### src/verilog/video_timing.sv
`timescale 1ns/1ps

module video_timing #(
    parameter int H_ACTIVE = 1280,
    parameter int H_FRONT  = 110,
    parameter int H_SYNC   = 40,
    parameter int H_BACK   = 220,
    parameter int V_ACTIVE = 720,
    parameter int V_FRONT  = 5,
    parameter int V_SYNC   = 5,
    parameter int V_BACK   = 20
) (
    input  logic        clk_pixel,
    input  logic        recent_reset,
    output logic [10:0] hcount_o,
    output logic [10:0] vcount_o,
    output logic        hsync_o,
    output logic        vsync_o,
    output logic        active_o,
    output logic        new_frame_o
);

    localparam int H_TOTAL = H_ACTIVE + H_FRONT + H_SYNC + H_BACK;
    localparam int V_TOTAL = V_ACTIVE + V_FRONT + V_SYNC + V_BACK;

    // Sync windows follow the front porch
    localparam int H_SYNC_START = H_ACTIVE + H_FRONT;
    localparam int H_SYNC_END   = H_SYNC_START + H_SYNC;
    localparam int V_SYNC_START = V_ACTIVE + V_FRONT;
    localparam int V_SYNC_END   = V_SYNC_START + V_SYNC;

    logic line_end;
    logic frame_end;

    assign line_end  = (hcount_o == H_TOTAL - 1);
    assign frame_end = (vcount_o == V_TOTAL - 1);

    // Free-running raster scan
    always_ff @(posedge clk_pixel) begin
        if (recent_reset) begin
            hcount_o <= '0;
            vcount_o <= '0;
        end else if (line_end) begin
            hcount_o <= '0;
            if (frame_end) begin
                vcount_o <= '0;
            end else begin
                vcount_o <= vcount_o + 11'd1;
            end
        end else begin
            hcount_o <= hcount_o + 11'd1;
        end
    end

    // Decoded straight from the counters, so aligned with them
    assign hsync_o = (hcount_o >= H_SYNC_START) && (hcount_o < H_SYNC_END);
    assign vsync_o = (vcount_o >= V_SYNC_START) && (vcount_o < V_SYNC_END); // Whole lines

    assign active_o = (hcount_o < H_ACTIVE) && (vcount_o < V_ACTIVE);

    // One cycle at the top-left corner
    assign new_frame_o = (hcount_o == '0) && (vcount_o == '0);

endmodule

### config.mk
export PLATFORM = sky130hd
export DESIGN_NAME = video_timing
export DESIGN_NICKNAME = d
export VERILOG_FILES = /design/src/verilog/video_timing.sv
export SDC_FILE = /design/constraint.sdc
export NUM_CORES = 1
export LEC_CHECK = 0
export BUFFER_PORTS_ARGS = -buffer_cell sky130_fd_sc_hd__clkbuf_2
export CORE_ASPECT_RATIO = 1.75
export CORE_MARGIN = 2
export CORE_UTILIZATION = 40
export DETAILED_ROUTE_END_ITERATION = 8
export GPL_TIMING_DRIVEN = 0
export PLACE_DENSITY_LB_ADDON = 0.12
export SETUP_SLACK_MARGIN = 0.1
export SLEW_MARGIN = 10
export SYNTH_ARGS = -nofsm -noshare
export SYNTH_HDL_FRONTEND = slang
export SYNTH_SLANG_ARGS = --single-unit
### constraint.sdc
create_clock -name clk_pixel -period 5.32 [get_ports clk_pixel]
set_input_delay 0.798 -clock clk_pixel [delete_from_list [all_inputs] [get_ports clk_pixel]]
set_output_delay 0.798 -clock clk_pixel [all_outputs]
set_load 0.02 [all_outputs]
==> metrics <==
Synth Area per Inst 8.26 um^2; die width 46.4 um; Setup CP Type reg2out; Pwr Density 230 nW/um^2; Die ar. 3620 um^2; DP Cell Count 221; port bufs 27; drt total wl 2930 um; M2 GR Usage 32.8%; Vias 1187; layout filler cell count 321; Yosys top cell by area dfxtp_1; Max Fanout on Critical Path 8; critical path launch point type flop; Hold Fails Final Rpt 0; area grow syn2layout 20.6%; min cycle time layout 2.69 ns; RSZ-0062 raised after global routing false; starting density of the core 42.4%; R2R setup slack 3.15 ns; vias per inst 5.28; Crit-path slowest cell or3_4; RD Place Congestion 0.785; core area 2960 um^2; Layout Nets 193; PostCTS Resize Cnt 0; worst skew pair latency 0.26 ns; Pre-antenna DRT Iters 4; YS warnings 0; count leader, synth dfxtp_1; Post-Synthesis Cells 152; Post-synth EDFFs 0; initial antenna violation count 0; Slew @ Worst Pin 0.451 ns; final setup fails 0; global-route wire length before repair 5200 um; H-tree levels 1; Primary FF master, synth dfxtp_1; WP buf/inv 2; M1 GR Usage 21.4%; gr busiest metal met2; hold buffer count at CTS 0; vias in the first global route 1147; 1st-iter DRT viols 7; outcome finished, final reports clean; met3 Use GR 2.53%; hpwl dp 2320 um; Root Driver clkbuf_8; CTS tree built; ANT cells 0; pin count of the biggest net entering global routing 14; max cap viols 0; clock-pin slew on the worst setup and hold paths 0.08 ns; Slowest Stage Delay on Critical Path 0.41 ns; row cnt 26; Critical Path AT 1.89 ns; CP required 4.52 ns; Synth cell types 38; Setup Buffers After CTS 0; fin. max-slew vios 0; clock buffer depth 2; layout cells sized above 1 21.9%; sequential fraction of the synthesis area 35.1%; Max VDD drop 249 uV; relative slew slack 69.9%; Sink Count 22; Remaining DRCs 0; worst-path cell chain buf_6 -> or3_4 -> nor4b_1 -> nand3_1 -> nor3_1 -> clkbuf_2; GRT overflow 0; Max Clk Rate 372 MHz; DR WL/cell 13.0 um; CTS Buf Count 3; clock skew 0.00731 ns; Post-DRT Antenna Nets 0; setup TNS 0 ns; Yosys top cell area share 35.1%; Total GRT Usage 18.8%; Critical Path Sink Type output port; Final Non-Filler Cells 225; period utilization 50.6%; Post-synth ARST share 0%; Hold Crit Class reg2reg; Area contributors post-synth dfxtp_1 (35%), ha_1 (7.0%), nor2_1 (5.7%), xnor2_1 (5.6%), a21oi_1 (3.6%); Pleak 0.567 nW; Die Height 78.1 um; top cells by count, synth dfxtp_1 (22), nor2_1 (19), nand2_1 (10); IO Pins 28; post-synth net total 161; critical path's top delay family simple AND/OR/NAND/NOR gates; synthesized cell area 1260 um^2; #FFs+latches synth 22
-- worst paths after layout --
kind | start | end | depth (start not counted)
worst max-delay path | hcount_o[2] | new_frame_o | 6
worst min-delay path | hcount_o[0] | hcount_o[0] | 1
worst max register to register | hcount_o[2] | vcount_o[10] | 7
worst min register to register | hcount_o[0] | hcount_o[0] | 1
-- sequential cells by signal (all words and copies together), names as in the netlist --
| name | flops |
|---|---|
| vcount_o | 11 |
| hcount_o | 11 |
-- cell usage in the layout, fill, tap and decap left out, types with 4 or more instances in the layout --
master and count:
dfxtp_1 22, nor3_1 6, a21oi_1 9, xor2_1 4, xnor2_1 8, nand2_1 10
o31ai_1 4, clkbuf_2 27, ha_1 7, nand3_1 9, nor2_1 19, nand4_1 5
inv_1 8, or4_1 5
-- cells by family after synthesis --
family | synth area share [%]
simple gates | 32.4
compound gates | 11.8
flops | 35.1
buf+inv | 5.48
xor+xnor | 8.37
fa+ha+maj | 6.97
-- worst register-to-register path, stage by stage, from the launching register on --
cell and delay (ns):
dfxtp_1 0.32, buf_6 0.13, or3_4 0.41, or3_1 0.36, buf_2 0.18, buf_6 0.15
o21bai_2 0.39, a21oi_1 0.08
-- per-layer routing --
layer,up-vias,wire length [um]
li1,604,-
met1,548,1210
met2,27,1570
met3,8,89
met4,0,67
met5,-,0
-- power breakdown --
group | switching, mW | total [mW] | internal (mW)
logic | 0.0137 | 0.0224 | 0.00869
registers | 0.00314 | 0.170 | 0.166
clock network | 0.0563 | 0.157 | 0.101
total | 0.0732 | 0.349 | 0.276
-- per-stage QoR --
stage	power [mW]	hold WS, ns	utilization [%]	area, um^2	worst slack (ns)
floorplan	0.189	0.554	-	1260	2.78
global placement	0.196	0.498	48.8	1440	2.90
detailed placement	0.196	0.528	48.8	1440	2.90
CTS	0.353	0.546	51.2	1520	2.61
global route	0.364	0.598	51.2	1520	2.51
finish	0.349	0.536	51.2	1520	2.63
-- layout make-up --
type / instances / area, um^2 / share of cell area (%)
Multi-Input combinational cell: 116 / 747 / 49.3
Sequential cell: 22 / 440 / 29.1
Timing Repair Buffer: 27 / 135 / 8.92
Tap cell: 42 / 52.6 / 3.47
Clock buffer: 3 / 41.3 / 2.73
Buffer: 6 / 38.8 / 2.56
Clock inverter: 1 / 30.0 / 1.98
Inverter: 8 / 30.0 / 1.98
Power figures use the tool's default switching activity.
