[src/verilog/display_pkg.sv]
package display_pkg;

    // Packed RGB565, red 15:11, green 10:5, blue 4:0
    typedef logic [15:0] pix565_t;

    // Output pixel, red in the top byte
    typedef logic [23:0] rgb888_t;

    // 4x down/upscale between camera and frame store
    localparam int SCALE_SHIFT = 2;

    // Counters to rgb_o: address, read data, unpack/mask, mux
    localparam int PIPE_DELAY = 4;

    // Channel fed to the threshold mask
    typedef enum logic [1:0] {
        CH_RED,
        CH_GREEN,
        CH_BLUE
    } channel_sel_e;

    // Output view
    typedef enum logic [1:0] {
        VIEW_CAMERA,
        VIEW_MASK,
        VIEW_OVERLAY
    } view_mode_e;

    localparam rgb888_t COLOR_CROSS = 24'hFF_FF_00; // Yellow crosshair
    localparam rgb888_t COLOR_GOOD  = 24'h00_FF_00; // Judgment passed
    localparam rgb888_t COLOR_BAD   = 24'hFF_00_00; // Judgment failed

    // Judgment border width in pixels
    localparam int BORDER = 2;

endpackage

[src/verilog/pixel_mask.sv]
`timescale 1ns/1ps

module pixel_mask import display_pkg::*; (
    input  logic         clk_pixel,
    input  pix565_t      pix_i,
    input  channel_sel_e chan_sel_i,
    input  logic [7:0]   thresh_lo_i,
    input  logic [7:0]   thresh_hi_i,
    output rgb888_t      rgb_o,
    output logic         mask_o
);

    logic [7:0] red;
    logic [7:0] green;
    logic [7:0] blue;
    logic [7:0] channel;
    logic       in_range;

    // Fields go to the top bits, low bits zero-filled
    assign red   = {pix_i[15:11], 3'b000};
    assign green = {pix_i[10:5], 2'b00};
    assign blue  = {pix_i[4:0], 3'b000};

    always_comb begin
        case (chan_sel_i)
            CH_RED:   channel = red;
            CH_GREEN: channel = green;
            CH_BLUE:  channel = blue;
            default:  channel = 8'h00;    // Unused code never passes
        endcase
    end

    // Window is open at the bottom, closed at the top
    assign in_range = (channel > thresh_lo_i) && (channel <= thresh_hi_i);

    always_ff @(posedge clk_pixel) begin
        rgb_o  <= {red, green, blue};
        mask_o <= in_range;
    end

endmodule

[config.mk]
export PLATFORM = sky130hd
export DESIGN_NAME = pixel_mask
export DESIGN_NICKNAME = d
export VERILOG_FILES = /design/src/verilog/display_pkg.sv /design/src/verilog/pixel_mask.sv
export SDC_FILE = /design/constraint.sdc
export NUM_CORES = 1
export LEC_CHECK = 0
export ABC_AREA = 1
export BUFFER_PORTS_ARGS = -buffer_cell sky130_fd_sc_hd__buf_2
export CAP_MARGIN = 20
export CORE_MARGIN = 1.5
export CORE_UTILIZATION = 43
export DETAILED_ROUTE_END_ITERATION = 12
export GPL_ROUTABILITY_DRIVEN = 0
export GPL_TIMING_DRIVEN = 0
export PLACE_DENSITY = 0.82
export SYNTH_ARGS = -nofsm -noshare
export SYNTH_HDL_FRONTEND = slang
export SYNTH_SLANG_ARGS = --single-unit
[constraint.sdc]
create_clock -name clk_pixel -period 1.99 [get_ports clk_pixel]
set_input_delay 0 -clock clk_pixel [delete_from_list [all_inputs] [get_ports clk_pixel]]
set_output_delay 0 -clock clk_pixel [all_outputs]
set_load 0.01 [all_outputs]
==> run metrics <==
outcome=finished clean; Iteration-0 DRC Markers=41; Yosys warnings=0; Hold WC Path Type=primary input to register; Max clock buf depth=2; Mean Syn Cell Area=around 8.0 sq um; core area=between 1500 and 2000 sq um; CP Class=primary input to register; FP Rows=16; clock-pin slew on the worst setup and hold paths=about 0.09 ns; arrival time worst endpoint=between 1.5 and 2 ns; CTS tree=yes; CTS root buf=clkbuf_4; dpl hpwl=around 1.7 mm; full die area=approximately 2300 sq um; Unique masters post-synth=18; Starting Density=a little under half; Inserted Clock Buffers=3; RSZ-0062 raised after global routing=false; post-CTS setup buffer count=0; commonest non-fill, non-tap cell in the layout=buf_2; num ports=60; Seq/Total Area, Yosys=between 30% and 40%; Finish-stage setup viols=0; simple-gate portion of the synthesized area=between 20% and 30%; total power=roughly 780 uW; commonest non-fill, non-tap cells in the layout=buf_2, nand2_1, inv_1; max cap viols=0; largest family of logic cells by synthesized area=simple AND/OR/NAND/NOR gates; vias per cell=between 4 and 5; # DRC=0; fin cells=around 220; Post-DRT Antenna Nets=0; DR WL/cell=13.0 um; Syn Inst Count=between 100 and 150; Critical Path RT=2.20 ns; Port Buffers=51; pin count of the biggest net entering global routing=10; Max Freq=674 MHz; total iterations of the first detailed-routing run=4; XOR/XNOR Fraction of Synth Area=0%; chip width=48.5 um; CTS Sinks=17; crit path time final=approximately 1.5 ns; mapped cell area=about 900 sq um; layout cells sized above 1=between 30% and 40%; nets=between 200 and 250; CP max FO=2; total track usage=~25%; H-tree levels=1; worst vdd ir=approximately 0.00034 V; Lkg Pwr=slightly above 0.0008 uW; vias in the first global route=1019; area fraction in compound gates after synthesis=about 3.7%; Final Cycle Share=74.6%; P&R area growth vs syn=56.5%; final WL=2.80 mm; via count=around 1000; chip height=slightly below 50 um; Inst Count DP=approximately 200; mux cell area share after synthesis=0%; Startpoint Class=primary input; grt ovf=0; Setup TNS=0 ns; Post-Synth Adder-Cell Area=between 10% and 20%; endpoint class of the critical path=register; final hold violation count=0; initial antenna violation count=0; Slew Viols, Final=0; ANT cells=0; #FFs+latches synth=17; pwr dens=562 nW/um^2; first-pass GRT wire length=4.44 mm
[Yosys cell counts]
cell | n | area, sq um
nand2_2 | 2 | 12.5
o21bai_1 | 1 | 7.51
nor2_2 | 2 | 12.5
conb_1 | 1 | 3.75
dfxtp_1 | 17 | 340
a21o_1 | 2 | 15.0
nand2_1 | 22 | 82.6
nand4_1 | 4 | 25.0
ha_1 | 10 | 125
inv_1 | 18 | 67.6
nor2_1 | 10 | 37.5
buf_4 | 8 | 60.1
nand3_1 | 6 | 30.0
a21oi_1 | 2 | 10.0
nand3_4 | 1 | 17.5
and3_1 | 1 | 6.26
nor3_1 | 1 | 5.00
nand3_2 | 3 | 30.0
[critical path, cell delays in order]
cell and delay, ns:
dlygate4sd3_1 0.54, buf_2 0.13, nand2_1 0.06, nand3_1 0.11
ha_1 0.33, nand2_1 0.06, inv_1 0.04, nand4_1 0.12
nor2_1 0.11, nor2_1 0.04, nor2_1 0.09, nor2_1 0.05
[metrics by stage]
stage          hold WS (ns)  area [sq um]  setup WS, ns  util (%)
3_3_place_gp          0.114          1200         0.491      61.4
5_1_grt              0.0753          1390         0.421      70.9
2_1_floorplan        0.0277           915         0.846         -
4_1_cts              0.0713          1390         0.484      70.9
3_5_place_dp          0.119          1200         0.449      61.4
6_report             0.0607          1390         0.506      70.9
[timing repair]
item,CTS,global route
hold buffers,16,0
resized for setup,0,0
endpoints found under the hold margin,16,0
endpoints found under the setup margin,0,0
[cell families (layout without fill, tap and decap cells)]
logic type      count (synthesis)  in the layout
fa+ha+maj                      10             10
simple gates                   52             52
flops                          17             17
compound gates                  5              5
buf+inv                        26             97
other cells                     1              8
[registers in the layout, indices dropped and copies added (netlist names)]
name and count:
mask_o 1, rgb_o 16
[worst paths after layout]
kind | startpoint | end | slack (ns) | cells after the start
max | pix_i[2] | mask_o | 0.51 | 12
min | thresh_lo_i[1] | mask_o | 0.06 | 5
[metal layers]
| metal | vias to the layer above | wire, um | GRT usage [%] | part of all wire, % |
|---|---|---|---|---|
| li1 | 491 | - | - | - |
| met1 | 460 | 1020 | 24.6 | 36 |
| met4 | 0 | 95 | 15.7 | 3.4 |
| met2 | 76 | 1400 | 45.6 | 50 |
| met5 | - | 0 | 0 | 0 |
| met3 | 11 | 295 | 7.41 | 11 |
[power by group]
group | switching (uW) | total (uW) | internal, uW
clock network | 113 | 191 | 78.4
logic | 116 | 225 | 109
registers | 4.77 | 365 | 360
[final cells by class]
cell class                      instances  area [sq um]
Buffer                                  8          60.1
Clock buffer                            4          26.3
Fill cell                             130           572
Inverter                               18          67.6
Multi-Input combinational cell         75           447
Sequential cell                        17           340
Tap cell                               27          33.8
Timing Repair Buffer                   67           415
Note: power is estimated with default switching activity, not from simulation.
