### src/verilog/display_pkg.sv
package display_pkg;

    // Packed RGB565, red 15:11, green 10:5, blue 4:0
    typedef logic [15:0] pix565_t;

    // Output pixel, red in the top byte
    typedef logic [23:0] rgb888_t;

    // 4x down/upscale between camera and frame store
    localparam int SCALE_SHIFT = 2;

    // Counters to rgb_o: address, read data, unpack/mask, mux
    localparam int PIPE_DELAY = 4;

    // Channel fed to the threshold mask
    typedef enum logic [1:0] {
        CH_RED,
        CH_GREEN,
        CH_BLUE
    } channel_sel_e;

    // Output view
    typedef enum logic [1:0] {
        VIEW_CAMERA,
        VIEW_MASK,
        VIEW_OVERLAY
    } view_mode_e;

    localparam rgb888_t COLOR_CROSS = 24'hFF_FF_00; // Yellow crosshair
    localparam rgb888_t COLOR_GOOD  = 24'h00_FF_00; // Judgment passed
    localparam rgb888_t COLOR_BAD   = 24'hFF_00_00; // Judgment failed

    // Judgment border width in pixels
    localparam int BORDER = 2;

endpackage

### src/verilog/overlay_mux.sv
`timescale 1ns/1ps

module overlay_mux import display_pkg::*; #(
    parameter int H_ACTIVE = 1280,
    parameter int V_ACTIVE = 720
) (
    input  logic        clk_pixel,
    input  logic [10:0] hcount_i,     // Aligned with rgb_i and mask_i
    input  logic [10:0] vcount_i,
    input  rgb888_t     rgb_i,
    input  logic        mask_i,
    input  view_mode_e  view_i,
    input  logic [10:0] marker_x_i,
    input  logic [10:0] marker_y_i,
    input  logic        judgment_ok_i,
    output rgb888_t     rgb_o
);

    logic    in_active;
    logic    on_border;
    logic    on_cross;
    rgb888_t mask_pixel;
    rgb888_t overlay_pixel;
    rgb888_t view_pixel;

    assign in_active = (hcount_i < H_ACTIVE) && (vcount_i < V_ACTIVE);

    // Frame of BORDER pixels along each edge
    assign on_border = (hcount_i < BORDER) || (hcount_i >= H_ACTIVE - BORDER)
                    || (vcount_i < BORDER) || (vcount_i >= V_ACTIVE - BORDER);

    assign on_cross = (hcount_i == marker_x_i) || (vcount_i == marker_y_i);

    assign mask_pixel = mask_i ? 24'hFF_FF_FF : 24'h00_00_00;

    // Border wins over the crosshair
    always_comb begin
        if (on_border) begin
            overlay_pixel = judgment_ok_i ? COLOR_GOOD : COLOR_BAD;
        end else if (on_cross) begin
            overlay_pixel = COLOR_CROSS;
        end else begin
            overlay_pixel = rgb_i;
        end
    end

    always_comb begin
        case (view_i)
            VIEW_MASK:    view_pixel = mask_pixel;
            VIEW_OVERLAY: view_pixel = overlay_pixel;
            default:      view_pixel = rgb_i;      // Camera view
        endcase
    end

    always_ff @(posedge clk_pixel) begin
        if (in_active) begin
            rgb_o <= view_pixel;
        end else begin
            rgb_o <= '0;
        end
    end

endmodule

### config.mk
export PLATFORM = sky130hd
export DESIGN_NAME = overlay_mux
export DESIGN_NICKNAME = d
export VERILOG_FILES = /design/src/verilog/display_pkg.sv /design/src/verilog/overlay_mux.sv
export SDC_FILE = /design/constraint.sdc
export NUM_CORES = 1
export LEC_CHECK = 0
export ABC_AREA = 1
export BUFFER_PORTS_ARGS = -buffer_cell sky130_fd_sc_hd__buf_2
export CAP_MARGIN = 20
export CORE_AREA = 3 3 64 66
export DETAILED_ROUTE_END_ITERATION = 6
export DIE_AREA = 0 0 67 69
export PLACE_DENSITY = 0.75
export SLEW_MARGIN = 20
export SYNTH_ARGS = -nofsm -noshare
export SYNTH_HDL_FRONTEND = slang
export SYNTH_SLANG_ARGS = --single-unit
### constraint.sdc
create_clock -name clk_pixel -period 1.9 [get_ports clk_pixel]
set_input_delay 0.475 -clock clk_pixel [delete_from_list [all_inputs] [get_ports clk_pixel]]
set_output_delay 0.475 -clock clk_pixel [all_outputs]
set_load 0.02 [all_outputs]
==> impl_metrics.tcl <==
set metrics [dict create \
    run_status "completed" \
    critPathBufInv 2 \
    core_sq_mm 0.00363 \
    largest_reg_flops 24 \
    ys_warn_count 0 \
    cp-end-kind "flip-flop" \
    ctsHoldBuffers 0 \
    gp_congestion 0.726 \
    fin_crit_sh_pct 81.9 \
    start_kind "input port" \
    rows 22 \
    fin_cells 392 \
    grt_max_degree 18 \
    path_cells "buf_2, a21oi_1, nand2_1, nor2_4, nand2_2, nor2_4, inv_1, a21oi_4, nand2_1, a21oi_1" \
    leakagePower_nw 1.17 \
    die_height_microns 69 \
    numCtsBuffers 3 \
    initial_core_util_pct 42.3 \
    grt_pass1_wl_mm 6.58 \
    syn-num-nets 317 \
    worstSetupPathType "input port to flip-flop" \
    hold_path_class "input port to flip-flop" \
    wl_per_cell_microns 10.1 \
    critPathSlowestCell "a21oi_4" \
    hold_end "rgb_o[6]" \
    cts_setup_buffers 0 \
    cp_top_family "simple AND/OR/NAND/NOR gates" \
    layout_commonest_cell "buf_2" \
    ir_worst_vdd_mv 0.331 \
    vias 1771 \
    cp-startpoint "vcount_i[9]" \
    timing.final.ws_setup_ns 0.343 \
    rsz0062_at_grt "no" \
    top_register "rgb_o" \
    cts-resized-gates 0 \
    nFillCells 378 \
    slew_headroom_pct 82.3 \
    cap_violations 0 \
    io_buffers 96 \
    place_inst 388 \
    fin_util_pct 60.1 \
    period_minus_slack_ns 1.56 \
    pin_count 97 \
    clockBufferDepth 2 \
    postSynthAreaPerCell_sq_um 6.35 \
    top_regs "rgb_o x24" \
    diodes 0 \
    netlist_area_sq_mm 0.00154 \
    crit_required_ns 2.11 \
    cp_max_fo 8 \
    detail-route-antenna-nets 0 \
    hold_path_depth 3 \
    cts.clk_slew.worst_paths_ns 0.08 \
    ys_seq_area_share_pct 31.2 \
    min-delay-start "rgb_i[6]" \
    grt_pass1_vias 1612 \
    cts_num_sinks 24 \
    drt-initial-drc-count 136 \
    dp_hpwl_mm 3.26 \
    cts.htree.levels 1 \
    syn_to_final_growth_pct 42.1 \
    setup_viol 0 \
    worstMarginPinSlew_ns 0.264 \
    die_area_sq_mm 0.00462 \
    hold_viol_final 0 \
    worst_hold_slack_ns 0.444 \
    cts_tree "built" \
    die_w_microns 67 \
    dr.pass1.iters 4 \
    vias_per_cell 4.52 \
    routed_wl_mm 3.96 \
    grt-ovfl-total 0 \
    cts_root_buf "clkbuf_8" \
    setup-tns-final_ns 0 \
    p_total_mw 1.36 \
    drc_errors 0 \
    dpl_worst_slack_ns 0.0479 \
    placed_cell_area_sq_mm 0.00211 \
    critical_path.max_stage_delay_ns 0.23 \
    ys_ff_latch 24 \
    fin_area_sq_mm 0.00218 \
    final_cell_mix "buf_2, nand2_1, nor2_1" \
    postSynthCellCount 242 \
    cp.arrival_ns 1.76 \
    drive_gt1_share_pct 33.4 \
    fin_nets 420 \
    finalMaxSlewViolations 0 \
    powerDensity_mw_per_mm2 621 \
    yosysUniqueCellTypes 21 \
    fmax_ghz 0.642 \
    grt_use_total_pct 17.8 \
    antenna_found_initial 0 \
]
==> cells in the mapped netlist <==
master / instances / area share, %
nand2_1: 78 / 19
nor2_1: 30 / 7.3
inv_1: 26 / 6.3
a21oi_1: 25 / 8.1
dfxtp_1: 24 / 31
o21ai_0: 24 / 7.8
xnor2_1: 12 / 6.8
nand3_1: 4 / 1.3
clkbuf_1: 3 / 0.73
nor2_4: 3 / 2.2
ha_1: 2 / 1.6
xor2_1: 2 / 1.1
a21oi_4: 1 / 1.1
buf_6: 1 / 0.73
nand2_2: 1 / 0.41
nand2_4: 1 / 0.73
nand3_2: 1 / 0.65
nand3b_1: 1 / 0.49
nand4_1: 1 / 0.41
nand4_4: 1 / 1.4
or2_2: 1 / 0.41
==> metal layers <==
layer / vias up / GRT usage (%) / share of wire, %
met3: 8 / 3.26 / 7.0
met5: - / 0 / 0
met1: 742 / 19.9 / 40
met2: 59 / 31.3 / 50
met4: 0 / 8.56 / 2.5
li1: 962 / - / -
==> worst max-delay path by stage <==
stage	end	cells past startpoint
2_1_floorplan	rgb_o[10]	11
6_report	rgb_o[23]	10
5_1_grt	rgb_o[20]	10
4_1_cts	rgb_o[23]	10
3_3_place_gp	rgb_o[23]	12
3_5_place_dp	rgb_o[4]	11
==> final cells by class <==
class / count / area (sq um) / share of cell area [%]
Multi-Input combinational cell: 188 / 937 / 42.9
Timing Repair Buffer: 102 / 538 / 24.6
Sequential cell: 24 / 480 / 22.0
Inverter: 26 / 97.6 / 4.47
Tap cell: 48 / 60.1 / 2.75
Clock buffer: 3 / 41.3 / 1.89
Clock inverter: 1 / 30.0 / 1.37
==> logic make-up after synthesis <==
logic type                 count (synthesis)  share of synthesized area [%]
AOI/OAI and AO/OA                         50                           17.0
DFF                                       24                           31.2
buffers and inverters                     30                           7.81
and+or+nand+nor                          122                           34.3
adders and majority gates                  2                           1.63
xor gates and xnor gates                  14                           7.97
==> tightest hold or removal path, delay by kind of cell <==
kind                   cells  cell delay, ns
buffers and inverters      1            0.10
and+or+nand+nor            1            0.05
AOI/OAI and AO/OA          1            0.05
==> power by group <==
part           switching (mW)  internal (mW)
Sequential            0.00656          0.532
Combinational           0.210          0.160
Clock                   0.167          0.282
Total                   0.383          0.974
Power figures use the tool's default switching activity.
